`config.mk`:
```
export PLATFORM = sky130hd
export DESIGN_NAME = external_write_buffer
export DESIGN_NICKNAME = d
export VERILOG_FILES = /design/src/logic/rv32i_types.sv /design/src/logic/external_write_buffer.sv
export SDC_FILE = /design/constraint.sdc
export NUM_CORES = 1
export LEC_CHECK = 0
export ABC_AREA = 1
export BUFFER_PORTS_ARGS = -buffer_cell sky130_fd_sc_hd__buf_2
export CORE_AREA = 5 5 432 434
export CTS_BUF_LIST = sky130_fd_sc_hd__clkbuf_4 sky130_fd_sc_hd__clkbuf_8
export CTS_CLUSTER_SIZE = 8
export DETAILED_ROUTE_END_ITERATION = 8
export DIE_AREA = 0 0 437 439
export PLACE_DENSITY = 0.3
export SLEW_MARGIN = 5
export SYNTH_ARGS = -nofsm -noshare
export SYNTH_HDL_FRONTEND = slang
export SYNTH_SLANG_ARGS = --single-unit
```
`constraint.sdc`:
```
create_clock -name clk -period 10.1 [get_ports clk]
set_clock_uncertainty 0.2 [all_clocks]
set_input_delay 0.505 -clock clk [delete_from_list [all_inputs] [get_ports clk]]
set_output_delay 0.505 -clock clk [all_outputs]
set_load 0.005 [all_outputs]
```
`src/logic/rv32i_types.sv`:
```
package rv32i_types;

   typedef logic [31:0] rv32i_word;
   typedef logic [255:0] cache_line;

   // cache geometry
   localparam int line_bytes = 32;
   localparam int cache_offset_bits = $clog2(line_bytes);
   localparam int cache_index_bits = 3;
   localparam int cache_lines = 1 << cache_index_bits;
   localparam int cache_tag_bits = 24;

   // counter window, upper 24 address bits
   localparam logic [23:0] mmio_base = 24'hFFFFFF;
   localparam int num_event_counters = 5;
   localparam int sel_branch_total = 5;
   localparam int sel_branch_incorrect = 6;

   typedef struct packed {
      logic [cache_tag_bits-1:0]    tag;
      logic [cache_index_bits-1:0]  index;
      logic [cache_offset_bits-1:0] offset;
   } addr_line_t;

   typedef struct packed {
      logic [23:0] region;
      logic [5:0]  sel;
      logic [1:0]  byte_sel;
   } addr_mmio_t;

   // port B address, seen by the dcache and by the counter block
   typedef union packed {
      addr_line_t line;
      addr_mmio_t mmio;
   } mem_addr_u;

   typedef struct packed {
      logic      read;
      logic      write;
      rv32i_word addr;
      cache_line wdata;
   } line_req_t;

   typedef struct packed {
      logic      resp;
      cache_line rdata;
   } line_rsp_t;

   typedef struct packed {
      logic icache_hit;
      logic icache_miss;
      logic dcache_hit;
      logic dcache_miss;
      logic ewb_drain;
   } perf_events_t;

endpackage : rv32i_types

```
`src/logic/external_write_buffer.sv`:
```
`timescale 1ns/1ps

module external_write_buffer import rv32i_types::*; (
   input  logic      clk,
   input  logic      rst_n,
   input  line_req_t req,
   output line_rsp_t rsp,
   output logic      rd_read,
   output rv32i_word rd_addr,
   input  line_rsp_t rd_rsp,
   output logic      drain_write,
   output rv32i_word drain_addr,
   output cache_line drain_data,
   input  logic      drain_done,
   output logic      drain
);

   logic full;
   logic rsp_q;
   logic match;
   logic take_write;
   logic take_fwd;
   rv32i_word buf_addr;
   cache_line buf_data;
   cache_line fwd_data;

   // line address compare only
   assign match = full &&
      (req.addr[31:cache_offset_bits] == buf_addr[31:cache_offset_bits]);

   // full buffer holds off the next eviction until drained
   assign take_write = req.write && !full && !rsp_q;
   assign take_fwd = req.read && match && !rsp_q;

   always_ff @(posedge clk or negedge rst_n) begin
      if (!rst_n) begin
         full <= 1'b0;
         rsp_q <= 1'b0;
      end else begin
         rsp_q <= take_write || take_fwd;
         if (take_write) begin
            full <= 1'b1;
         end else if (drain_done) begin
            full <= 1'b0;
         end
      end
   end

   always_ff @(posedge clk) begin
      if (take_write) begin
         buf_addr <= req.addr;
         buf_data <= req.wdata;
      end
      if (take_fwd) begin
         fwd_data <= buf_data;
      end
   end

   // misses in the buffer go on to pmem
   assign rd_read = req.read && !match && !rsp_q;
   assign rd_addr = req.addr;

   assign rsp.resp = rsp_q || rd_rsp.resp;
   assign rsp.rdata = rsp_q ? fwd_data : rd_rsp.rdata;

   assign drain_write = full;
   assign drain_addr = buf_addr;
   assign drain_data = buf_data;
   assign drain = drain_done;

endmodule : external_write_buffer

```
==> Word-level counts from Yosys, hierarchy flattened <==
Cells that the tools add are included.
{ "word_totals": {"ff_bits": 546, "latchBits": 0, "mem_bits_rw": 0, "mem_bits_ro": 0, "in_bits": 550, "output_inout_bits": 580, "word_cells": 22, "n_memories": 0} }
{ "op_classes": {"addsub": 0, "mul": 0, "n_div": 0, "order_cmp": 0, "eq_ne": 1, "n_shift": 0, "mux": 3, "bitwise": 0, "reduce_logical": 13} }
{ "op_table": {"columns": ["op", "n"], "rows": [
  ["$mux 256", 1],
  ["$eq 27x27->1", 1],
  ["$logic_and 1x1->1", 7],
  ["$logic_not 1->1", 3],
  ["$logic_or 1x1->1", 2],
  ["$mux 1", 2],
  ["$reduce_bool 2->1", 1]
]} }

==> Logic depth before layout (Yosys ltp) <==
{ "logic_depth": {"ltp_word": 5, "mapped_depth": 10, "depth_no_buf": 10} }

==> Worst setup path before layout <==
No wires, ideal clock.
{ "synth_timing": {"path_type": "register to register", "startpoint": "register rsp_q", "endpoint": "register buf_addr[0] (netlist: drain_addr[0]), enable pin", "setup_ns": 0.638, "arrival_ns": 6.368, "required_ns": 9.262, "slack_ns": 2.894, "path_stages_with_launch": 6, "path_buffers": 2, "period_less_slack_ns": 7.206, "cell_sequence": "dfrtp_1 buf_4 inv_4 buf_4 nand3_1 inv_1"} }
{ "synth_between": {"elab_chain_cells": 2} }
{ "synth_lines": {"columns": ["item", "line", "rtl"], "rows": [
  ["from (decl)", "external_write_buffer.sv:19", "logic rsp_q;"],
  ["from (signal assigned)", "external_write_buffer.sv:40", "rsp_q <= take_write || take_fwd;"],
  ["$logic_not 1->1", "external_write_buffer.sv:32", "assign take_write = req.write && !full && !rsp_q;"],
  ["$logic_and 1x1->1", "external_write_buffer.sv:32", null],
  ["named net take_write", "external_write_buffer.sv:21", "logic take_write;"],
  ["to (signal assigned)", "external_write_buffer.sv:51", "buf_addr <= req.addr;"],
  ["to (decl)", "external_write_buffer.sv:23", "rv32i_word buf_addr;"]
]} }
The timed path passes the listed nets, and every way through them passes these cells.
A chain may end at the register's enable or synchronous reset.

==> impl_metrics.tcl <==
set metrics [dict create \
    critPathLaunchType "flop" \
    place_area_um2 28600 \
    cp-endpoint "rsp[179]" \
    max_cap_viol_count 0 \
    ys_seq_elements 546 \
    cp_slowest_cell "dfrtp_4" \
    cts.sinks 546 \
    reg2reg_depth 7 \
    seqPwrFrac_pct 43.9 \
    htree_levels 3 \
    fill_cells 20300 \
    swShare_pct 30.7 \
    grt_usage_pct 13.2 \
    routed-via-count 17700 \
    maxSlewHeadroom_pct 28.9 \
    dp_hpwl_um 107000 \
    tns_ns 0 \
    cts.path.max_buffers 3 \
    route.detailed.drc 0 \
    finalNetCount 3544 \
    rsz0062_at_grt "no" \
    intPower_mw 4.40 \
    gp_congestion 0.972 \
    num_rows 157 \
    peakVddDrop_mv 0.0906 \
    fmax_mhz 236 \
    num_io_pins 1130 \
    cp.required_ns 9.40 \
    hold_path_class "reg -> reg" \
    grt-ovfl-total 0 \
    grt_pass1_vias 18800 \
    ys_warn_count 0 \
    dr.pass1.iters 7 \
    drv_slew 0 \
    drt_iter0_drc 1016 \
    r2r_slack_ns 5.92 \
    syn_area_per_cell_um2 13.4 \
    r2r_end "fwd_data[190]" \
    via_per_inst 3.22 \
    combPwrFrac_pct 18.5 \
    root_buffer "clkbuf_8" \
    leakagePower_nw 14.6 \
    cp-end-kind "primary output" \
    syn_area_um2 20500 \
    cpPeakStageDelay_ns 0.87 \
    final-hold-violation-count 0 \
    clkPwrFrac_pct 37.6 \
    fin_crit_sh_pct 42.0 \
    p_switching_mw 1.95 \
    synthDistinctLibCells 18 \
    syn_inst 1538 \
    start_util_pct 11.3 \
    ant_nets 0 \
    crit_fanout 46 \
    fp.dieH_um 439 \
    die-area_um2 192000 \
    holdWs_ns 0.185 \
    outcome "finished clean" \
    path_cells "buf_4 -> buf_4 -> nand2_1 -> nand2_1 -> buf_2" \
    routed_wl_um 133000 \
    ff_latch_area_um2 16400 \
    post-route-min-period_ns 4.24 \
    worst-slew-pin-transition_ns 1.07 \
    antenna_found_initial 60 \
    syn_to_final_growth_pct 64.7 \
    r2r_start "rsp_q" \
    die-width_um 437 \
    wl_per_cell_um 24.3 \
    setup_viol 0 \
    cts_tree "yes" \
    design_area_um2 33800 \
    grt_pass1_wl_um 170000 \
    grt_max_degree 131 \
    core_um2 182000 \
    crit_start "rsp_q" \
    insertion_delay_ns 0.82 \
    crit_arrival_ns 3.54 \
    multi_input_area_um2 3300 \
    ys_seq_area_share_pct 79.8 \
    pwr_density_cell_nw_per_um2 188 \
    drive_gt1_share_pct 42.9 \
    port-buffer-count 1129 \
    syn-num-nets 2088 \
    cts.clk_slew.worst_paths_ns 0.06 \
    cts_inserted_buffers 110 \
    worst-setup-path-type "reg -> out" \
]
==> layout make-up <==
class	count	share of cell area (%)
Antenna cell	21	0.155
Clock buffer	146	5.27
Clock inverter	54	1.24
Inverter	45	0.581
Multi-Input combinational cell	857	9.75
Sequential cell	546	48.4
Tap cell	2385	8.82
Timing Repair Buffer	1434	25.8
==> how the worst min path moves through the flow <==
stage	from	endpoint	slack [ns]	cells past startpoint
final	drain_data[95]	fwd_data[95]	0.18	0
after CTS	req[211]	drain_data[211]	0.008	2
after floorplan	rst_n	drain_write	0.009	0
after global placement	rst_n	drain_write	0.1	1
after global routing	req[113]	drain_data[113]	0.05	2
after detailed placement	rst_n	drain_write	0.1	1
==> worst max-delay path, delay by kind of cell, from the launching register on <==
kind	cells	cell delay (ns)
AND/OR/NAND/NOR	2	0.40
buffers and inverters	3	1.36
flip-flops	1	0.87
==> registers in the layout, indices dropped and copies added, names as in the netlist <==
register     flops
drain_addr      32
drain_data     256
drain_write      1
fwd_data       256
rsp_q            1
==> cell families (layout without fill, tap and decap cells) <==
group	count (synthesis)	in the layout	synth area share, %
and+or+nand+nor	844	844	15.5
DFF	546	546	79.8
buffers and inverters	135	1679	4.19
xor gates and xnor gates	11	11	0.469
AOI/OAI and AO/OA	2	2	0.0487
other	0	21	0
==> cells in the mapped netlist, drive strengths merged <==
library cell  number  area [µm²]
a21oi              1        5.00
buf               89         686
clkbuf             1        3.75
dfrtp              2        50.1
edfxtp           544       16300
inv               45         171
nand2            827        3100
nand3              3        25.0
nand4              1        6.26
nor2              12        50.1
o21ai              1        5.00
or2                1        6.26
xnor2             11        96.3
==> cells in the final DEF, fill, tap and decap left out, types with 4 or more instances in the layout <==
| master | n |
|---|---|
| dlygate4sd3_1 | 294 |
| buf_2 | 1129 |
| edfxtp_1 | 544 |
| clkbuf_8 | 110 |
| clkinv_1 | 28 |
| bufinv_16 | 6 |
| diode_2 | 21 |
| inv_8 | 4 |
| inv_1 | 42 |
| clkinv_2 | 14 |
| nor2_1 | 10 |
| clkbuf_4 | 36 |
| buf_4 | 8 |
| nand2_1 | 827 |
| xnor2_1 | 11 |
==> metrics by stage <==
step / util, % / power (mW) / cells / setup WS (ns)
after floorplan: - / 3.19 / 1538 / 2.89
after global placement: 15.7 / 3.97 / 4973 / 5.65
after detailed placement: 15.7 / 3.96 / 4973 / 5.65
after CTS: 18.5 / 6.55 / 5467 / 5.40
after global routing: 18.6 / 6.71 / 5480 / 5.41
final: 18.6 / 6.35 / 5488 / 5.86
==> power by group through the flow <==
| stage | Clock (mW) | Combinational [mW] | Sequential (mW) |
|---|---|---|---|
| after detailed placement | 0 | 1.12 | 2.84 |
| after floorplan | 0 | 0.369 | 2.82 |
| after CTS | 2.52 | 1.23 | 2.79 |
| final | 2.38 | 1.18 | 2.79 |
| after global routing | 2.61 | 1.30 | 2.80 |
| after global placement | 0 | 1.13 | 2.84 |
==> timing repair <==
item | CTS | global route
endpoints found under the hold margin | 292 | 0
buffers inserted | 0 | 0
hold buffers | 294 | 0
gates resized for setup | 0 | 0
==> layer usage <==
metal | part of all wire (%) | GRT usage [%]
met1 | 36 | 14.1
met2 | 51 | 23.2
met3 | 9.4 | 5.63
met4 | 3.4 | 4.67
met5 | 0.16 | 0.756
No activity file was read; power rests on OpenSTA's default activity.
