==> src/logic/rv32i_types.sv <==
package rv32i_types;

   typedef logic [31:0] rv32i_word;
   typedef logic [255:0] cache_line;

   // cache geometry
   localparam int line_bytes = 32;
   localparam int cache_offset_bits = $clog2(line_bytes);
   localparam int cache_index_bits = 3;
   localparam int cache_lines = 1 << cache_index_bits;
   localparam int cache_tag_bits = 24;

   // counter window, upper 24 address bits
   localparam logic [23:0] mmio_base = 24'hFFFFFF;
   localparam int num_event_counters = 5;
   localparam int sel_branch_total = 5;
   localparam int sel_branch_incorrect = 6;

   typedef struct packed {
      logic [cache_tag_bits-1:0]    tag;
      logic [cache_index_bits-1:0]  index;
      logic [cache_offset_bits-1:0] offset;
   } addr_line_t;

   typedef struct packed {
      logic [23:0] region;
      logic [5:0]  sel;
      logic [1:0]  byte_sel;
   } addr_mmio_t;

   // port B address, seen by the dcache and by the counter block
   typedef union packed {
      addr_line_t line;
      addr_mmio_t mmio;
   } mem_addr_u;

   typedef struct packed {
      logic      read;
      logic      write;
      rv32i_word addr;
      cache_line wdata;
   } line_req_t;

   typedef struct packed {
      logic      resp;
      cache_line rdata;
   } line_rsp_t;

   typedef struct packed {
      logic icache_hit;
      logic icache_miss;
      logic dcache_hit;
      logic dcache_miss;
      logic ewb_drain;
   } perf_events_t;

endpackage : rv32i_types

==> src/logic/pmem_arbiter.sv <==
`timescale 1ns/1ps

module pmem_arbiter import rv32i_types::*; (
   input  logic      clk,
   input  logic      rst_n,
   input  logic      rd_read,
   input  rv32i_word rd_addr,
   output line_rsp_t rd_rsp,
   input  logic      drain_write,
   input  rv32i_word drain_addr,
   input  cache_line drain_data,
   output logic      drain_done,
   output logic      pmem_read,
   output logic      pmem_write,
   output rv32i_word pmem_address,
   input  cache_line pmem_rdata,
   output cache_line pmem_wdata,
   input  logic      pmem_resp
);

   logic busy;
   logic own_drain;

   // reads go first, but an owner keeps the port until pmem_resp
   always_ff @(posedge clk or negedge rst_n) begin
      if (!rst_n) begin
         busy <= 1'b0;
         own_drain <= 1'b0;
      end else if (!busy) begin
         if (rd_read) begin
            busy <= 1'b1;
            own_drain <= 1'b0;
         end else if (drain_write) begin
            busy <= 1'b1;
            own_drain <= 1'b1;
         end
      end else if (pmem_resp) begin
         busy <= 1'b0;
      end
   end

   assign pmem_read = busy && !own_drain;
   assign pmem_write = busy && own_drain;
   assign pmem_address = own_drain ? drain_addr : rd_addr;
   assign pmem_wdata = drain_data;

   assign rd_rsp.resp = pmem_read && pmem_resp;
   assign rd_rsp.rdata = pmem_rdata;
   assign drain_done = pmem_write && pmem_resp;

endmodule : pmem_arbiter

==> config.mk <==
export PLATFORM = sky130hd
export DESIGN_NAME = pmem_arbiter
export DESIGN_NICKNAME = d
export VERILOG_FILES = /design/src/logic/rv32i_types.sv /design/src/logic/pmem_arbiter.sv
export SDC_FILE = /design/constraint.sdc
export NUM_CORES = 1
export LEC_CHECK = 0
export ABC_AREA = 1
export ABC_CLOCK_PERIOD_IN_PS = 1570
export BUFFER_PORTS_ARGS = -buffer_cell sky130_fd_sc_hd__buf_2
export CORE_AREA = 2 2 444 446
export CTS_BUF_LIST = sky130_fd_sc_hd__clkbuf_16
export DETAILED_ROUTE_END_ITERATION = 6
export DIE_AREA = 0 0 446 448
export HOLD_SLACK_MARGIN = 0.12
export PLACE_DENSITY = 0.3
export SYNTH_ARGS = -nofsm -noshare
export SYNTH_HDL_FRONTEND = slang
export SYNTH_SLANG_ARGS = --single-unit
==> constraint.sdc <==
create_clock -name clk -period 1.57 [get_ports clk]
set_clock_uncertainty 0.1 [all_clocks]
set_input_delay 0.157 -clock clk [delete_from_list [all_inputs] [get_ports clk]]
set_output_delay 0.157 -clock clk [all_outputs]
set_load 0.02 [all_outputs]
After elaboration in Yosys (flattened, before gate mapping)
Cells that the tools add are included.
- multiplexer cells: 7
- bitwise logic cells: 1
- reduce and logical (&&, ||, !) cells: 7
- operator list (kind ; count):
    two-way mux 32 bit ; 1
    two-way mux 1 bit ; 6
    logical AND 1 bit ; 4
    AND reduction 2 bit ; 1
    nonzero test 2 bit ; 1
    logical NOT 1 bit ; 1
    inverter 1 bit ; 1
- register bits: 2
- input bits: 581
- output and inout port bits: 548
- word-level logic and storage cells: 17

Longest topological paths before layout
- depth in word-level cells: 3
- depth in mapped cells: 5
- depth with buffers taken out: 4

Least setup slack after synthesis
Ideal clock, no wire load.
- kind: register to output
- from: register own_drain
- to: output port rd_rsp[256] (netlist name)
- data arrival time: 0.997 ns
- data required time: 1.313 ns
- path slack: 0.316 ns
- cell stages (with the launch flop): 3
- buffers on the path: 1
- path through: dfrtp_1 -> buf_6 -> nor3_1
- RTL lines (element ; RTL line ; source):
    start: declaration ; pmem_arbiter.sv:22 ; logic own_drain;
    start signal: assignment ; pmem_arbiter.sv:28 ; own_drain <= 1'b0;
    start signal: assignment ; pmem_arbiter.sv:32 ; own_drain <= 1'b0;
    start signal: assignment ; pmem_arbiter.sv:35 ; own_drain <= 1'b1;
    end: declaration ; pmem_arbiter.sv:8 ; output line_rsp_t rd_rsp,

Worst setup path after layout
- from: register own_drain
- to: output port pmem_address[3]
- longest elaborated chain between the ends: 1
- RTL lines (element ; RTL line ; source):
    two-way mux 32 bit ; pmem_arbiter.sv:44 ; assign pmem_address = own_drain ? drain_addr : rd_addr;
    end: declaration ; pmem_arbiter.sv:15 ; output rv32i_word pmem_address,
Every way passes these cells.

==> impl_results.md <==
- Share of cell area taken by muxes after synthesis: 0%
- Worst r2r src: busy
- Register-to-Register Setup Slack: between 0.1 and 0.15 ns
- Least setup slack across all paths after layout: -0.0814 ns
- Delay-heaviest family, CP: flip-flops
- Drt first pass iters: 4
- Critical Setup Path Class: reg2out
- Most instantiated cells after synthesis: 515 x sky130_fd_sc_hd__buf_4, 99 x sky130_fd_sc_hd__nand2_1, 4 x sky130_fd_sc_hd__buf_6, 3 x sky130_fd_sc_hd__inv_1
- Portion of the post-synthesis area used by sequential elements: ~1.1%
- Simple-gate share of the synthesized area: 8.94%
- Area of the mapped netlist: 4380 um^2
- Met2 demand-to-capacity share in global routing: 21.0%
- Clock tree buffer depth: 2
- Routed wirelength normalized by instance count: about 47 um
- Total number of H-tree levels: 1
- Area of the core: about 190,000 um^2
- Worst R2R Path Depth: 4
- Result of the run: finished, violations left
- Ordered list of cells on the worst path: inv_12 -> buf_16 -> nand2_2 -> nand2_1 -> buf_4
- Clock tree from TritonCTS: done
- Post-Syn Instances: 630
- Clock transition at the registers of the reported paths: roughly 0.03 ns
- Global-route track usage on met1: under 10%
- Vertical die dimension: between 400 and 500 um
- Cell count after placement: approximately 2,800
- Pin count of the biggest net entering global routing: 23
- Nets@finish: 813
- Crit Path Max Fanout: 11
- Sink Count: 2
- Share of post-route cells with drive strength above 1: around 66%
- Met3 Use GR: around a quarter
- Compound-cell area share of the yosys netlist: 0.229%
- FILL cells: roughly 23,000
- Clock insertion delay at the later pin of the skew report: 0.22 ns
- Ratio of final minimum period to clock period: 105%
- Port Buf Inserts: around 100
- Number of hold violations in the final report: 0
- Number of flip-flops and latches in the synthesized netlist: 2
- Maximum operating frequency: about 600 MHz
- Kind of launch point of the worst setup path: register
- Violations in the final reports: setup timing
- Cell with the largest stage delay on the worst path: sky130_fd_sc_hd__dfrtp_4
- Largest voltage drop on the vdd net: approximately 0.21 mV
- Total number of vias: around 2,600
- Hold Crit Class: in2reg
- Total nets after synthesis: about 1,200
- Area contributors post-synth: sky130_fd_sc_hd__buf_4 88%, sky130_fd_sc_hd__nand2_1 8.5%, sky130_fd_sc_hd__dfrtp_1 1.1%, sky130_fd_sc_hd__buf_6 1.0%, sky130_fd_sc_hd__inv_1 0.26%
- Number of DRC violations after detailed-routing iteration 0: between 200 and 250
- Area fraction of the dominant cell type after synthesis: between 80% and 90%
- Initial antenna violation count: 34
- Instance count along the most critical hold path: 3
- Yosys warning total: 0
- Floorplan die width: around 450 um
- Mean Syn Cell Area: between 6 and 7 um^2
- Startpoint of the worst hold path: rd_read
- RSZ-0062 raised after global routing: yes
- Leading register cell type out of synthesis: sky130_fd_sc_hd__dfrtp_1
- Count of flip-flops with a built-in enable after synthesis: 0
- Clock root buffer: sky130_fd_sc_hd__clkbuf_16
- GRT Overall Usage: between 10% and 20%
- Layout Utilization: 2.47%
- Number of pins with negative max-slew slack in the final report: 0
- Overflow after GRT: 0
- Total die area: roughly 200,000 um^2
- Library cell with the largest summed area after synthesis: sky130_fd_sc_hd__buf_4
- Initial Utilization: 2.25%
- CP Depth: 5
- Max-cap violations: 0
- Worst Hold Endpoint: busy
- Row count: 162
- Critical path's largest stage delay: 0.57 ns
- Number of top-level pins: approximately 1,100
- Arithmetic-cell share of the synthesized area counting full adders, half adders and majority gates: 0%
- Half-perimeter wire length after detailed placement: approximately 130,000 um
- Required time at the endpoint of the critical path: 1.31 ns
- Wire length reported by the detailed router: approximately 130,000 um
- Worst Tran Pin Value: 0.230 ns
- Post-Synth XOR/XNOR Area: 0%
- Number of global-route vias before repair: between 2,000 and 2,500
- Worst Path Buf+Inv: 3
- Layout overhead on the synthesized area: 9.85%
- Max-slew headroom: between 80% and 90%
- Largest family of logic cells by synthesized area: buffers and inverters
- Final ANT Viol Nets: 0
- First-pass GRT wire length: 136,000 um
- Most common cell in the netlist: sky130_fd_sc_hd__buf_4
- Final non-filler cell total: between 2,000 and 3,000
- Number of buffers inserted during clock tree synthesis: 3
- Global route hottest layer: met3
- CP arrival: between 1 and 1.5 ns
- Capture instance of the worst register-to-register path: own_drain
- Clock period minus final worst setup slack: around 1.7 ns
- Routed via count divided by cell count: 0.941
- Kind of end point of the critical path: output pin
- Number of library cell types mapped by synthesis: 10
- Final setup viols: 34
- Total DRC errors in the routed layout: 0
- P per Cell Area: 513 nW/um^2
- Pleak: 0.998 nW
- Async S/R FF share, synth: 100%
- Placer congestion estimate: 0.874
## per-layer routing
metal | up-vias | wire length (um) | share of wire, %
met1 | 810 | 11500 | 8.7
met4 | 32 | 3740 | 2.8
met3 | 144 | 53300 | 40
met2 | 1045 | 62600 | 48
li1 | 587 | - | -
met5 | - | 560 | 0.43
## through the flow
step	cell area, um^2	total power, W	TNS, ns	hold WS [ns]	worst slack [ns]
after global routing	4790	0.00261	-2.87	0.163	-0.114
after floorplan	4380	0.00271	0	-0.239	0.316
after CTS	4680	0.00239	-2.00	0.132	-0.141
final	4810	0.00247	-1.22	0.136	-0.0814
after detailed placement	4260	0.00146	-0.0787	-0.136	-0.0787
after global placement	4260	0.00146	-0.0708	-0.136	-0.0708
## worst reg2reg max path, stage by stage, from the launching register on
cell	delay [ns]
sky130_fd_sc_hd__dfrtp_1	0.37
sky130_fd_sc_hd__inv_1	0.18
sky130_fd_sc_hd__nand3b_1	0.10
sky130_fd_sc_hd__dlygate4sd3_1	0.56
sky130_fd_sc_hd__nand2_1	0.07
## repair_timing
item,4_1_cts,5_1_grt
hold buffers,4,0
endpoints found under the setup margin,36,37
endpoints found under the hold margin,4,0
cloned,1,1
gates resized for setup,78,40
setup buffers,2,0
pin swaps,5,1
## how the worst max path moves through the flow
stage | slack [ns] | endpoint | from
floorplan | 0.32 | rd_rsp[256] | own_drain
global placement | -0.07 | pmem_address[16] | own_drain
detailed placement | -0.08 | pmem_address[16] | own_drain
CTS | -0.14 | pmem_address[13] | own_drain
global route | -0.11 | pmem_address[16] | own_drain
finish | -0.08 | pmem_address[3] | own_drain
## state kept, by name, indices dropped and copies added, names as in the netlist
signal     flops
busy           1
own_drain      1
## cell usage in the layout, fill, tap and decap left out, types with 3 or more instances in the layout
cell	n
sky130_fd_sc_hd__buf_12	3
sky130_fd_sc_hd__buf_2	70
sky130_fd_sc_hd__nand2_2	28
sky130_fd_sc_hd__nand2_4	5
sky130_fd_sc_hd__diode_2	9
sky130_fd_sc_hd__dlygate4sd3_1	3
sky130_fd_sc_hd__inv_1	4
sky130_fd_sc_hd__clkbuf_16	4
sky130_fd_sc_hd__buf_6	32
sky130_fd_sc_hd__buf_4	4
sky130_fd_sc_hd__nand2_1	66
## final cells by class
| class | count | area, um^2 | share of cell area [%] |
|---|---|---|---|
| inverter | 4 | 27.5 | 0.572 |
| timing repair buffer | 116 | 923 | 19.2 |
| clock buffer | 3 | 75.1 | 1.56 |
| clock inverter | 1 | 3.75 | 0.0780 |
| tap | 2542 | 3180 | 66.1 |
| antenna | 9 | 22.5 | 0.468 |
| multi-input combinational | 105 | 526 | 10.9 |
| sequential | 2 | 53.8 | 1.12 |
## kinds of logic after synthesis
kind of cell    count (synthesis)
compound gates                  2
buf+inv                       523
flops                           2
simple gates                  103
## where the power goes
part           switching [W]  leakage (nW)  internal [W]
Sequential         0.0000476        0.0229     0.0000711
Combinational        0.00111         0.932      0.000838
Clock              0.0000714        0.0424      0.000329
Total                0.00123         0.998       0.00124
(Power assumes the default switching activity.)
