--- src/logic/rv32i_types.sv ---
package rv32i_types;

   typedef logic [31:0] rv32i_word;
   typedef logic [255:0] cache_line;

   // cache geometry
   localparam int line_bytes = 32;
   localparam int cache_offset_bits = $clog2(line_bytes);
   localparam int cache_index_bits = 3;
   localparam int cache_lines = 1 << cache_index_bits;
   localparam int cache_tag_bits = 24;

   // counter window, upper 24 address bits
   localparam logic [23:0] mmio_base = 24'hFFFFFF;
   localparam int num_event_counters = 5;
   localparam int sel_branch_total = 5;
   localparam int sel_branch_incorrect = 6;

   typedef struct packed {
      logic [cache_tag_bits-1:0]    tag;
      logic [cache_index_bits-1:0]  index;
      logic [cache_offset_bits-1:0] offset;
   } addr_line_t;

   typedef struct packed {
      logic [23:0] region;
      logic [5:0]  sel;
      logic [1:0]  byte_sel;
   } addr_mmio_t;

   // port B address, seen by the dcache and by the counter block
   typedef union packed {
      addr_line_t line;
      addr_mmio_t mmio;
   } mem_addr_u;

   typedef struct packed {
      logic      read;
      logic      write;
      rv32i_word addr;
      cache_line wdata;
   } line_req_t;

   typedef struct packed {
      logic      resp;
      cache_line rdata;
   } line_rsp_t;

   typedef struct packed {
      logic icache_hit;
      logic icache_miss;
      logic dcache_hit;
      logic dcache_miss;
      logic ewb_drain;
   } perf_events_t;

endpackage : rv32i_types

--- src/logic/icache.sv ---
`timescale 1ns/1ps

module icache import rv32i_types::*; (
   input  logic      clk,
   input  logic      rst_n,
   input  logic      read,
   input  rv32i_word addr,
   output logic      resp,
   output rv32i_word rdata,
   output line_req_t line_req,
   input  line_rsp_t line_rsp,
   output logic      hit,
   output logic      miss
);

   addr_line_t a;
   logic [cache_offset_bits-3:0] word;
   logic [cache_lines-1:0] valid;
   logic [cache_tag_bits-1:0] tags [cache_lines];
   cache_line lines [cache_lines];
   logic filling;
   logic req;
   logic lookup_hit;

   assign a = addr;
   assign word = a.offset[cache_offset_bits-1:2];

   // a held request is ignored in its own resp cycle
   assign req = read && !resp && !filling;
   assign lookup_hit = valid[a.index] && (tags[a.index] == a.tag);
   assign hit = req && lookup_hit;
   assign miss = req && !lookup_hit;

   always_ff @(posedge clk or negedge rst_n) begin
      if (!rst_n) begin
         valid <= '0;
         filling <= 1'b0;
         resp <= 1'b0;
      end else begin
         resp <= 1'b0;
         if (hit) begin
            resp <= 1'b1;
         end else if (miss) begin
            filling <= 1'b1;
         end else if (filling && line_rsp.resp) begin
            filling <= 1'b0;
            valid[a.index] <= 1'b1;
            resp <= 1'b1;
         end
      end
   end

   always_ff @(posedge clk) begin
      if (hit) begin
         rdata <= lines[a.index][word*32 +: 32];
      end
      // answer straight from the refill data
      if (filling && line_rsp.resp) begin
         lines[a.index] <= line_rsp.rdata;
         tags[a.index] <= a.tag;
         rdata <= line_rsp.rdata[word*32 +: 32];
      end
   end

   always_comb begin
      line_req.read = filling;
      line_req.write = 1'b0;
      line_req.addr = {a.tag, a.index, {cache_offset_bits{1'b0}}};
      line_req.wdata = '0;
   end

   // refill data only comes back for an outstanding refill
   a_rsp_when_filling: assert property (@(posedge clk) disable iff (!rst_n)
      line_rsp.resp |-> filling);

endmodule : icache

--- config.mk ---
export PLATFORM = sky130hd
export DESIGN_NAME = icache
export DESIGN_NICKNAME = d
export VERILOG_FILES = /design/src/logic/rv32i_types.sv /design/src/logic/icache.sv
export SDC_FILE = /design/constraint.sdc
export NUM_CORES = 2
export LEC_CHECK = 0
export ABC_AREA = 1
export BUFFER_PORTS_ARGS = -buffer_cell sky130_fd_sc_hd__buf_2
export CAP_MARGIN = 20
export CORE_AREA = 2 2 455 457
export CTS_CLUSTER_DIAMETER = 120
export DETAILED_ROUTE_END_ITERATION = 7
export DIE_AREA = 0 0 457 459
export PLACE_DENSITY = 0.62
export SETUP_SLACK_MARGIN = 0.3
export SLEW_MARGIN = 10
export SYNTH_ARGS = -nofsm -noshare
export SYNTH_HDL_FRONTEND = slang
export SYNTH_SLANG_ARGS = --single-unit
--- constraint.sdc ---
create_clock -name clk -period 43.7 [get_ports clk]
set_input_delay 6.555 -clock clk [delete_from_list [all_inputs] [get_ports clk]]
set_output_delay 6.555 -clock clk [all_outputs]
set_load 0.03 [all_outputs]
== Word level (Yosys, flattened, before mapping) ==
Memory sizes are Yosys's and may differ from the RTL's.
Cells that the tools add are included.

* Flip-flop bits (word level): 42
* RAM bits: 2,240
* Bits of input ports: 292
* Output and inout port bits: 325
* Logic and storage cells: 40
* Memories: 2

{| class="wikitable"
|+ Memory list
! memory !! depth !! bits a word !! rd ports !! clocked after Yosys merged registers in !! wr ports !! RTL line !! RTL
|-
| lines || 8 || 256 || 1 || 0 || 1 || icache.sv:20 || <nowiki>cache_line lines [cache_lines];</nowiki>
|-
| tags || 8 || 24 || 1 || 0 || 1 || icache.sv:19 || <nowiki>logic [cache_tag_bits-1:0] tags [cache_lines];</nowiki>
|}

* $lt $le $gt $ge: 2
* Equal/unequal tests: 1
* Shifts and indexed selects: 2
* Multiplexer cells: 12
* Bitwise logic cells: 3
* Reduce and logical (&&, ||, !) cells: 14

{| class="wikitable"
|+ Operators with widths
! operator !! number
|-
| $shiftx 256x9->32 || 2
|-
| $mux 32 || 2
|-
| $eq 24x24->1 || 1
|-
| $mux 1 || 8
|-
| $or 8x8->8 || 1
|-
| $logic_and 1x1->1 || 7
|-
| $lt 3x4->1 const B || 1
|-
| $reduce_bool 2->1 || 2
|-
| $bmux 1 s3 || 1
|-
| $demux 1 s3 || 1
|-
| $ge 3x1->1 const B || 1
|-
| $logic_not 1->1 || 3
|-
| $reduce_and 3->1 || 1
|-
| $not 1->1 || 2
|-
| $reduce_and 2->1 || 1
|}

== Logic depth before layout (Yosys ltp) ==
* Depth after elaboration: 7
* Gate-level depth with buffers: 18
* Gate-level depth less buffers: 15

== Least setup slack after synthesis ==
Ideal clock, no wire load.

* Path type: input to register
* Start point: in addr[5]
* End point: reg valid[7]
* Setup time: 142 ps
* Arrival: 20,071 ps
* Data required time: 43,558 ps
* Setup slack: 23,487 ps
* Stages on the path: 6
* Path buffers: 3
* Cells stage by stage: buf_2 -> buf_2 -> clkbuf_1 -> nand2_1 -> nor2_1 -> or2_2

* Cells in the longest elaborated chain, start to end: 7
* Elaborated cells between the ends (all ways): 17
* Those cells by class: order compare (2); eq/ne (1); mux (4); bitwise (3); reduce/logical (6); memory (1)

{| class="wikitable"
|+ Ends and longest elaborated chain
! element !! RTL line !! RTL
|-
| start: declaration || icache.sv:7 || <nowiki>input rv32i_word addr,</nowiki>
|-
| $mem_v2 8x24 / $bmux 1 s3 (equally long branches) || - ||
|-
| $eq 24x24->1 / $mux 1 (equally long branches) || icache.sv:30 || <nowiki>assign lookup_hit = valid[a.index] && (tags[a.index] == a.tag);</nowiki>
|-
| $logic_and 1x1->1 || icache.sv:30 ||
|-
| $logic_not 1->1 || icache.sv:32 || <nowiki>assign miss = req && !lookup_hit;</nowiki>
|-
| $logic_and 1x1->1 || icache.sv:32 ||
|-
| $not 1->1 (no line) || - ||
|-
| $reduce_and 3->1 (no line) || - ||
|-
| end signal: assignment || icache.sv:36 || <nowiki>valid <= '0;</nowiki>
|-
| end signal: indexed assignment || icache.sv:47 || <nowiki>valid[a.index] <= 1'b1;</nowiki>
|-
| end: declaration || icache.sv:18 || <nowiki>logic [cache_lines-1:0] valid;</nowiki>
|}

Parallel ways exist; a longest one is shown, timed or not. The select of a mux whose other input is x is not followed.
A chain may end at the register's enable or synchronous reset.

== Final worst setup path ==
* Start point: in addr[5]
* End point: out miss

* Cells in the longest elaborated chain, start to end: 5
* Elaborated cells between the ends (all ways): 7
* Those cells by class: eq/ne (1); mux (2); reduce/logical (3); memory (1)

{| class="wikitable"
|+ Ends and longest elaborated chain
! element !! RTL line !! RTL
|-
| $mem_v2 8x24 / $bmux 1 s3 (equally long branches) || - ||
|-
| $eq 24x24->1 / $mux 1 (equally long branches) || icache.sv:30 ||
|-
| $logic_and 1x1->1 (*) || icache.sv:30 ||
|-
| $logic_not 1->1 (*) || icache.sv:32 ||
|-
| $logic_and 1x1->1 (*) || icache.sv:32 ||
|-
| end: declaration || icache.sv:13 || <nowiki>output logic miss</nowiki>
|}

Mark *: on every way between the ends. The rest lies on a longest branch, timed or not. The select of a mux whose other input is x is not followed.

==> key figures <==
STA
  • Final hold slack: 452 ps
  • Max_slew headroom: 27.1%
  • Max-slew violations: 0
  • Worst clock skew: 56.1 ps
  • F_max: 60.2 MHz
  • Setup ws final: 27090 ps
  • Worst-Margin Slew: 1090 ps
  • Final number of setup-violating endpoints: 0
  • Fin Setup TNS: 0 ps
  • Endpoints failing hold: 0
  • Fin crit period: 16610 ps
  • RSZ-0062 raised after global routing: no
  • Post-route clock period utilization: 38.0%

Route
  • Vias per Instance: 5.55
  • Initial DRC Count: 6757
  • Antenna Nets Post-Route: 0
  • DRT Pass-1 Iters: 6
  • Avg WL per Cell: 25.8 um
  • Via Count: 58402
  • DRC Markers: 0
  • Total wire length: 271000 um

Critical path
  • Crit path capture type: output port
  • Arrival time at the worst endpoint: 10060 ps
  • Crit-path max FO: 66
  • Startpoint types: primary input
  • WP data required: 37150 ps
  • Critical path class: primary input to output port

CTS
  • Deepest clock path buffer count: 3
  • Post-CTS Hold Buffers: 0
  • Clock sinks: 2282
  • Post-CTS Setup Bufs: 0
  • H-tree levels: 4
  • Worst-Skew Late Latency: 870 ps
  • CTS resizes: 0
  • Root Buffer: clkbuf_16
  • CTS tree: done
  • Clock-pin slew on the worst setup and hold paths: 60 ps
  • TritonCTS buffer count: 222

Die
  • Chip Width: 457 um
  • Die area: 210000 sq um
  • Die Ht: 459 um
  • # rows: 167
  • Core Region: 206000 sq um
  • Initial Util: 44.6%
  • I/O pin count: 617

Placed design
  • GP Congestion: 0.819
  • Post-Place Setup Slack: 27130 ps
  • Cells after DPL: 10067
  • Port Buffer Count: 352
  • HPWL after detailed placement: 149000 um

Synthesis
  • Post-Syn Area: 91800 sq um
  • Area fraction in compound gates after synthesis: 5.37%
  • Mux contribution to synthesized area: 0%
  • Average cell area after synthesis: 12.6 sq um
  • Flop and latch count out of synthesis: 2282
  • Post-Synth Adder-Cell Area: 0%
  • Syn Inst Count: 7292
  • Simple-gate share of the synthesized area: 14.6%
  • Yosys warnings: 0
  • Sequential share of the synthesized area: 74.6%
  • Main combinational cell family by area after synthesis: simple AND/OR/NAND/NOR gates
  • Yosys cell types: 31
  • Post-Synth XOR/XNOR Area: 0%

Job
  • Max-Cap Viols: 0

GRT
  • First-pass GRT wire length: 388000 um
  • Largest net degree at the start of global routing: 123
  • Total GRT Usage: 25.4%
  • Grt ovf: 0
  • Vias in the first global route: 54867
  • Initial antenna violation count: 146

Power
  • VDD IR-drop max: 0.0436 mV
  • Pleak: 37.0 nW
  • Pwr per Cell Area: 46.0 nW/um^2

Finish
  • Most frequent cells in the layout: edfxtp_1, nand2_1, nor2_1
  • Share of cells above drive strength 1: 10.5%
  • Synth-to-layout area growth: 11.7%
  • Nets@finish: 7879
  • Non-Filler Instances: 10516
  • Leading cell type in the layout, fill and taps excluded: edfxtp_1

Outcome
  • Run status: finished, final reports clean

Worst hold path
  • Worst Hold Class: flip-flop to flip-flop
## synthesized netlist by cell type (all sizes together)
| cell type | instances | share of area [%] |
|---|---|---|
| a221oi | 14 | 0.13 |
| and2 | 1 | 0.0068 |
| o31ai | 44 | 0.36 |
| nand4 | 198 | 1.3 |
| conb | 1 | 0.0041 |
| nand3b | 14 | 0.11 |
| o21ai | 119 | 0.65 |
| nor2 | 690 | 2.8 |
| nor3 | 18 | 0.098 |
| clkinv | 1 | 0.0041 |
| o211ai | 44 | 0.36 |
| inv | 311 | 1.3 |
| or2 | 23 | 0.16 |
| a21oi | 267 | 1.5 |
| a22o | 75 | 0.72 |
| dfrtp | 10 | 0.27 |
| a22oi | 107 | 0.88 |
| edfxtp | 2272 | 74 |
| a211oi | 98 | 0.80 |
| clkbuf | 154 | 0.63 |
| o21bai | 2 | 0.016 |
| nand2 | 1949 | 8.0 |
| buf | 498 | 3.5 |
| nand3 | 382 | 2.1 |
## state kept, by name, indices dropped and copies added (netlist names)
register and flops:
lines 2048, filling 1, valid 8, resp 1, rdata 32, tags 192
## layout make-up
cell class / instances / area [sq um]
Inverter: 312 / 1190
Tap cell: 2704 / 3380
Antenna cell: 37 / 92.6
Multi-Input combinational cell: 4307 / 19500
Clock inverter: 137 / 1320
Clock buffer: 275 / 5800
Timing Repair Buffer: 462 / 2810
Sequential cell: 2282 / 68500
Fill cell: 17569 / 103000
## per-layer routing
metal  track usage, %  wire length, um  part of all wire [%]  vias to the layer above
met5                0              509                  0.19                        -
met4             8.69             9730                   3.6                       84
met3             5.24            25800                   9.5                      580
met2             41.3           128000                    47                     2968
met1             34.0           107000                    39                    28912
li1                 -                -                     -                    25858
## path summary, 6_finish.rpt
path / slack, ps / cells past startpoint / from / end
max in group asynchronous: 37850 / 1 / rst_n / valid[5]
min: 450 / 2 / valid[2] / valid[2]
min in group asynchronous: 5600 / 1 / rst_n / filling
max: 27090 / 18 / addr[5] / miss
max reg2reg: 38850 / 6 / filling / lines[4][64]
min reg2reg: 450 / 2 / valid[2] / valid[2]
## power breakdown
part	switching [mW]	leakage (nW)	total, mW	internal [mW]
Clock	0.826	3.48	1.89	1.06
Combinational	0.287	12.9	0.369	0.0819
Sequential	0.0113	20.6	2.46	2.45
Total	1.12	37.0	4.72	3.59
## worst max-delay path, cell delays in order
cell and delay [ps]:
buf_4 430, buf_4 550, buf_4 700, nor2_4 60, buf_4 390, nand2_1 140
nand2_1 60, nor2_1 110, nand2_1 70, nand2_1 50, nand2_1 110, nor2_1 130
nand2_1 60, nor2_1 130, nand2_1 80, nand2_1 100, inv_1 40, buf_2 170
## cell families (layout without fill, tap and decap cells)
| kind of cell | after synthesis | count (layout) |
|---|---|---|
| buffers and inverters | 964 | 1186 |
| other | 1 | 299 |
| AOI/OAI and AO/OA | 770 | 770 |
| and+or+nand+nor | 3275 | 3275 |
| DFF | 2282 | 2282 |
## per-stage QoR
step / utilization [%] / instance area [sq um] / power [mW]
3_5_place_dp: 46.4 / 95300 / 2.88
6_report: 49.9 / 103000 / 4.72
3_3_place_gp: 46.4 / 95300 / 2.87
5_1_grt: 49.8 / 102000 / 4.85
4_1_cts: 49.8 / 102000 / 4.73
2_1_floorplan: - / 92800 / 2.75
Note: power is estimated with default switching activity, not from simulation.
