<file path="config.mk">
export PLATFORM = sky130hd
export DESIGN_NAME = dcache
export DESIGN_NICKNAME = d
export VERILOG_FILES = /design/src/logic/rv32i_types.sv /design/src/logic/dcache.sv
export SDC_FILE = /design/constraint.sdc
export NUM_CORES = 2
export LEC_CHECK = 0
export BUFFER_PORTS_ARGS = -buffer_cell sky130_fd_sc_hd__buf_4
export CORE_MARGIN = 10
export CORE_UTILIZATION = 35
export DETAILED_ROUTE_END_ITERATION = 16
export MAX_ROUTING_LAYER = met4
export PLACE_DENSITY = 0.58
export RECOVER_POWER = 100
export REMOVE_ABC_BUFFERS = 1
export SLEW_MARGIN = 20
export SYNTH_ARGS = -nofsm -noshare
export SYNTH_HDL_FRONTEND = slang
export SYNTH_SLANG_ARGS = --single-unit
</file>
<file path="constraint.sdc">
create_clock -name clk -period 18.05 [get_ports clk]
set_input_delay 3.61 -clock clk [delete_from_list [all_inputs] [get_ports clk]]
set_output_delay 3.61 -clock clk [all_outputs]
set_load 0.01 [all_outputs]
</file>
<file path="src/logic/rv32i_types.sv">
package rv32i_types;

   typedef logic [31:0] rv32i_word;
   typedef logic [255:0] cache_line;

   // cache geometry
   localparam int line_bytes = 32;
   localparam int cache_offset_bits = $clog2(line_bytes);
   localparam int cache_index_bits = 3;
   localparam int cache_lines = 1 << cache_index_bits;
   localparam int cache_tag_bits = 24;

   // counter window, upper 24 address bits
   localparam logic [23:0] mmio_base = 24'hFFFFFF;
   localparam int num_event_counters = 5;
   localparam int sel_branch_total = 5;
   localparam int sel_branch_incorrect = 6;

   typedef struct packed {
      logic [cache_tag_bits-1:0]    tag;
      logic [cache_index_bits-1:0]  index;
      logic [cache_offset_bits-1:0] offset;
   } addr_line_t;

   typedef struct packed {
      logic [23:0] region;
      logic [5:0]  sel;
      logic [1:0]  byte_sel;
   } addr_mmio_t;

   // port B address, seen by the dcache and by the counter block
   typedef union packed {
      addr_line_t line;
      addr_mmio_t mmio;
   } mem_addr_u;

   typedef struct packed {
      logic      read;
      logic      write;
      rv32i_word addr;
      cache_line wdata;
   } line_req_t;

   typedef struct packed {
      logic      resp;
      cache_line rdata;
   } line_rsp_t;

   typedef struct packed {
      logic icache_hit;
      logic icache_miss;
      logic dcache_hit;
      logic dcache_miss;
      logic ewb_drain;
   } perf_events_t;

endpackage : rv32i_types

</file>
<file path="src/logic/dcache.sv">
`timescale 1ns/1ps

module dcache import rv32i_types::*; (
   input  logic      clk,
   input  logic      rst_n,
   input  logic      read,
   input  logic      write,
   input  logic [3:0] wmask,
   input  mem_addr_u addr,
   input  rv32i_word wdata,
   output logic      resp,
   output rv32i_word rdata,
   output line_req_t line_req,
   input  line_rsp_t line_rsp,
   output logic      hit,
   output logic      miss
);

   addr_line_t a;
   logic [cache_offset_bits-3:0] word;
   logic [cache_lines-1:0] valid;
   logic [cache_lines-1:0] dirty;
   logic [cache_tag_bits-1:0] tags [cache_lines];
   cache_line lines [cache_lines];
   logic wb_state;
   logic fill_state;
   logic req;
   logic lookup_hit;
   cache_line fill_line;

   // byte-masked merge of one store word into a line
   function automatic cache_line merge_word(cache_line l, logic [2:0] w, rv32i_word d,
                                            logic [3:0] m);
      cache_line r;
      r = l;
      for (int b = 0; b < 4; b++) begin
         if (m[b]) begin
            r[w*32 + b*8 +: 8] = d[b*8 +: 8];
         end
      end
      return r;
   endfunction

   assign a = addr.line;
   assign word = a.offset[cache_offset_bits-1:2];

   assign req = (read || write) && !resp && !wb_state && !fill_state;
   assign lookup_hit = valid[a.index] && (tags[a.index] == a.tag);
   assign hit = req && lookup_hit;
   assign miss = req && !lookup_hit;

   // write-allocate: the store lands in the freshly filled line
   assign fill_line = write ? merge_word(line_rsp.rdata, word, wdata, wmask) : line_rsp.rdata;

   always_ff @(posedge clk or negedge rst_n) begin
      if (!rst_n) begin
         valid <= '0;
         dirty <= '0;
         wb_state <= 1'b0;
         fill_state <= 1'b0;
         resp <= 1'b0;
      end else begin
         resp <= 1'b0;
         if (hit) begin
            resp <= 1'b1;
            if (write) begin
               dirty[a.index] <= 1'b1;
            end
         end else if (miss) begin
            // dirty victim goes out before the fill
            if (valid[a.index] && dirty[a.index]) begin
               wb_state <= 1'b1;
            end else begin
               fill_state <= 1'b1;
            end
         end else if (wb_state && line_rsp.resp) begin
            wb_state <= 1'b0;
            fill_state <= 1'b1;
            dirty[a.index] <= 1'b0;
         end else if (fill_state && line_rsp.resp) begin
            fill_state <= 1'b0;
            valid[a.index] <= 1'b1;
            dirty[a.index] <= write;
            resp <= 1'b1;
         end
      end
   end

   always_ff @(posedge clk) begin
      if (hit && write) begin
         lines[a.index] <= merge_word(lines[a.index], word, wdata, wmask);
      end
      if (hit && read) begin
         rdata <= lines[a.index][word*32 +: 32];
      end
      if (fill_state && line_rsp.resp) begin
         lines[a.index] <= fill_line;
         tags[a.index] <= a.tag;
         rdata <= fill_line[word*32 +: 32];
      end
   end

   always_comb begin
      line_req.read = fill_state;
      line_req.write = wb_state;
      line_req.wdata = lines[a.index];
      if (wb_state) begin
         line_req.addr = {tags[a.index], a.index, {cache_offset_bits{1'b0}}};
      end else begin
         line_req.addr = {a.tag, a.index, {cache_offset_bits{1'b0}}};
      end
   end

   a_rd_wr_excl: assert property (@(posedge clk) disable iff (!rst_n) !(read && write));

endmodule : dcache

</file>
# --- Word-level counts from Yosys, hierarchy flattened ---
# Memory sizes are Yosys's and may differ from the RTL's.
# Cells that the tools add are included.
word_totals:
  mem_count: 2
  mem_bits_rw: 2240
  register_bits: 51
op_classes:
  reduce_logical: 25
  n_lt_le_gt_ge: 2
  n_addsub: 7
  n_eq_ne: 5
  bitwise: 8
  n_shift: 10
  mux: 51
mem_list:
  columns: ["name", "words", "word_bits", "read_ports", "rd_ports_with_merged_regs", "write_ports", "line", "text"]
  rows:
  - ["lines", 8, 256, 1, 0, 1, "dcache.sv:24", "cache_line lines [cache_lines];"]
  - ["tags", 8, 24, 1, 0, 1, "dcache.sv:23", "logic [cache_tag_bits-1:0] tags [cache_lines];"]
op_table:
  columns: ["cell", "count"]
  rows:
  - ["$mux W256", 14]
  - ["$bwmux W256", 8]
  - ["$shift A8 B34 Y256 const A", 4]
  - ["$shiftx A8 B34 Y256", 4]
  - ["$shiftx A256 B9 Y32", 2]
  - ["$neg A9 Y34", 3]
  - ["$mux W32", 3]
  - ["$mux W8", 5]
  - ["$neg A8 Y34", 1]
  - ["$eq A24 B24 Y1", 1]
  - ["$add A8 B5 Y9 const B", 2]
  - ["$mux W1", 17]
  - ["$or A8 B8 Y8", 2]
  - ["$logic_and A1 B1 Y1", 12]
  - ["$add A8 B4 Y9 const B", 1]
  - ["$reduce_and A3 Y1", 3]
  - ["$and A8 B8 Y8", 1]
  - ["$bwmux W8", 1]
  - ["$not A8 Y8", 1]
  - ["$bmux W1 S3", 2]
  - ["$ne A2 B2 Y1 const B", 3]
  - ["$reduce_bool A3 Y1", 2]
  - ["$logic_not A1 Y1", 4]
  - ["$lt A3 B4 Y1 const B", 1]
  - ["other kinds (8)", 11]

# --- Depth between registers and ports, before layout ---
depth:
  ltp_word: 17
  ltp_mapped: 18

# --- Worst setup path after synthesis ---
# Ideal clock, no wire load.
synth_path:
  path_kind: "input to register"
  startpoint: "in addr[5] (netlist name)"
  endpoint: "mem lines[4][0] (netlist name), enable pin"
  t_required_ns: 17.091
  slack_ns: -0.711
  n_path_buf: 3
  setup_ns: 0.959
  arrival_ns: 17.802
  stages: 10
  cell_sequence: "buf_6 buf_6 buf_6 mux4_2 mux2i_4 xor2_1 nand2_1 nor4_2 nand4_2 a21oi_1"
synth_via:
  elab_chain_len: 8
synth_rtl:
  columns: ["item", "line", "text"]
  rows:
  - ["from (decl)", "dcache.sv:9", "input mem_addr_u addr,"]
  - ["$mem_v2 Z8 W24 / $bmux W1 S3 (equally long branches)", null, null]
  - ["$eq A24 B24 Y1 / $mux W1 (equally long branches)", "dcache.sv:48", "assign lookup_hit = valid[a.index] && (tags[a.index] == a.tag);"]
  - ["$logic_and A1 B1 Y1", "dcache.sv:48", null]
  - ["$logic_and A1 B1 Y1", "dcache.sv:49", "assign hit = req && lookup_hit;"]
  - ["$logic_and A1 B1 Y1", "dcache.sv:90", "if (hit && write) begin"]
  - ["$mux W1", "dcache.sv:90", null]
  - ["$mux W1 (not written as such)", "dcache.sv:91", "lines[a.index] <= merge_word(lines[a.index], word, wdata, wmask);"]
  - ["$or A1 B1 Y1 (no source line)", null, null]
  - ["to (decl)", "dcache.sv:24", null]
# Several ways; a longest one is shown, not always the timed one. The select of a mux whose other input is x is not followed.

==> impl_metrics.json <==
{
  "port_buffers": 646,
  "cp_cell_sequence": "clkbuf_1 -> buf_12 -> and3b_4 -> buf_4 -> clkbuf_1 -> a221oi_1 -> o21ai_0 -> clkbuf_1",
  "worst_ir_drop_vdd_v": 0.0000791,
  "worstSetupEndpointType": "primary output",
  "grt_start_max_net_pins": 164,
  "shortest_clock_period_the_worst_path_allows_after_layout_ns": 14.83,
  "async_flop_share_pct": 0.829,
  "most_numerous_cell_on_the_critical_path": "clkbuf_1",
  "antenna_violating_nets_post_route": 0,
  "timing.hold.worst.class": "flop to flop",
  "dp.final_hpwl_mm": 249,
  "routed_via_density": 6.28,
  "finish.net_count": 7914,
  "first_iter_violations": 10666,
  "worst_setup_path_start_kind": "input pin",
  "clock_insertion_delay_at_the_later_pin_of_the_skew_report_ns": 0.92,
  "clock_tree_from_tritoncts": "yes",
  "dp_worst_setup_slack_ns": 6.12,
  "status": "complete, but fails checks",
  "yosys-top-cells-area": "edfxtp_1 69%, a22oi_1 3.1%, mux2_2 2.5%",
  "failed_checks": "max-capacitance violations, max-slew violations",
  "finish.instance_area_um2": 114000,
  "core.rowCount": 195,
  "critPathTopFamily": "buffers and inverters",
  "postSynth.topFlopCell": "edfxtp_1",
  "ys_ff_latch": 2291,
  "num_io_pins": 654,
  "cap_violations": 28,
  "syn-mean-instance-area_um2": 14.0,
  "synthesis.instances": 7087,
  "ys_warn_count": 0,
  "p_total_mw": 13.6,
  "root_buffer": "clkbuf_16",
  "max_slew_margin_pct": -195,
  "core-area_um2": 282000,
  "arrival_ns": 11.22,
  "final_max_slew_viol_count": 764,
  "crit_type": "input pin to primary output",
  "post-route-drc-count": 0,
  "area_share_of_the_largest_cell_type_after_synthesis_pct": 68.8,
  "part_of_the_yosys_area_used_for_sequential_elements_pct": 69.3,
  "worst-slew-pin-transition_ns": 4.43,
  "filler_cell_count": 26237,
  "die_width_um": 552,
  "cp.buffers_inverters": 5,
  "number_of_flops_mapped_to_enable_cells_by_yosys": 2272,
  "cts_max_level": 4,
  "critical_path.slowest_cell": "clkbuf_1",
  "syn_area_um2": 99200,
  "yosys.area.top_type": "edfxtp_1",
  "grt_overflow_total": 0,
  "power.density_nw_per_um2": 119,
  "worst_setup_hold_path_clk_slew_ns": 0.06,
  "place_area_um2": 108000,
  "tritoncts.num_buffers": 236,
  "synthToLayoutAreaGrowth_pct": 15.2,
  "drt_first_pass_iters": 7,
  "post_route_cells_drive_above_1_share_pct": 14.5,
  "hold_viol": 0,
  "rsz0062_at_grt": "false",
  "grt_antenna_before_repair": 38,
  "worst_clock_skew_ns": 0.0725,
  "groute.usage.overall_pct": 25.9,
  "number_of_global_route_vias_before_repair": 67813,
  "fin_tns_setup_ns": 0,
  "leakagePower_nw": 36.7,
  "critical_path.max_stage_delay_ns": 2.97,
  "cts_resized": 0,
  "cts_num_sinks": 2291,
  "design.die.area_um2": 305000,
  "die_h_um": 552,
  "final_min_period_over_clock_period_pct": 82.2,
  "final.setup.worst_slack_ns": 3.22,
  "vias": 72474,
  "critPathMaxFanout": 92,
  "routability_cong": 0.928,
  "grt_first_pass_wirelength_mm": 552,
  "ctsLongestPathBuffers": 4,
  "initial_core_util_pct": 35.1,
  "clock.fmax_mhz": 67.4,
  "ys_types": 98,
  "hold_fix_buffers_cts": 0,
  "finalSetupViolCount": 0,
  "synth.top_cells.by_count": "2272 x edfxtp_1, 524 x nand2_1, 492 x nor2_1",
  "wire_per_inst_um": 35.0,
  "critPathRequiredTime_ns": 14.44,
  "synth.most_common_cell": "edfxtp_1",
  "whs_ns": 0.456,
  "detail_route.wirelength_mm": 404,
  "cts_setup_buffers": 0
}
-- final timing paths --
check,startpoint,endpoint,depth (start not counted),slack [ns]
max in group asynchronous,rst_n,valid[3]$_DFFE_PN0P_,1,14.45
min reg2reg,valid[7]$_DFFE_PN0P_,valid[7]$_DFFE_PN0P_,1,0.46
max reg2reg,fill_state$_DFFE_PN0P_,lines[4][181]$_DFFE_PP_,5,10.57
max,addr[7],line_req[26],8,3.22
min in group asynchronous,rst_n,dirty[5]$_DFFE_PN0P_,1,2.93
min,valid[7]$_DFFE_PN0P_,valid[7]$_DFFE_PN0P_,1,0.46
-- final cells by class --
type                    instances  area [um2]  area share (%)
diodes                         36        90.1          0.0789
clock buffers                 280        6110            5.35
clock inverters               148        1400            1.22
inverters                      74         287           0.251
multi-input cells            4135       27700            24.3
flip-flops and latches       2291       68700            60.1
well taps                    3743        4680            4.10
repair buffers                841        5260            4.60
-- sequential cells by signal, indices dropped and copies added, names as in the netlist --
name / cells
wb_state: 1
valid: 8
rdata: 32
dirty: 8
tags: 192
lines: 2048
resp: 1
fill_state: 1
-- per-layer routing --
metal	routed length [um]	GRT usage, %
met5	0	-
met4	18500	10.0
met3	49600	6.21
met2	172000	36.8
met1	164000	35.7
-- kinds of logic (layout without fill, tap and decap cells) --
| family | count (synthesis) | in the layout | share of synthesized area (%) |
|---|---|---|---|
| xor+xnor | 6 | 6 | 0.0530 |
| flops | 2291 | 2291 | 69.3 |
| fa+ha+maj | 6 | 6 | 0.0757 |
| compound gates | 2196 | 2196 | 15.5 |
| buf+inv | 665 | 1343 | 2.98 |
| other cells | 1 | 41 | 0.00378 |
| simple gates | 1451 | 1451 | 6.61 |
| mux | 471 | 471 | 5.54 |
-- per-stage QoR --
| step | util [%] | cells |
|---|---|---|
| floorplan | - | 6500 |
| global placement | 38.3 | 11080 |
| finish | 40.5 | 11548 |
| CTS | 41.0 | 11509 |
| global route | 40.5 | 11541 |
| detailed placement | 38.3 | 11081 |
-- worst reg2reg max path: cells and delay by family (launching register included) --
family | cells | cell delay, ns
buf+inv | 3 | 4.58
simple gates | 1 | 1.14
flops | 1 | 0.51
compound gates | 1 | 0.49
-- cell usage in the layout, fill, tap and decap left out, drive strengths merged, types with 48 or more instances in the layout --
cell type  Yosys  final
a211oi       108    108
a21oi        450    450
a221o         67     67
a221oi       217    217
a222oi        48     48
a22o          75     75
a22oi        404    404
a31oi         87     87
buf          290    473
clkbuf       301    648
clkinv         1    109
edfxtp      2272   2272
inv           73     81
mux2         221    221
mux2i        212    212
nand2        525    525
nand3        174    174
nand4         56     56
nor2         492    492
o211ai        95     95
o21ai        292    292
o22ai         91     91
-- where the power goes --
part           internal, mW  switching (mW)  leakage (nW)
Sequential             6.50          0.0641          20.8
Clock                  2.74            2.10          3.66
Combinational         0.521            1.66          12.2
(Power assumes the default switching activity.)
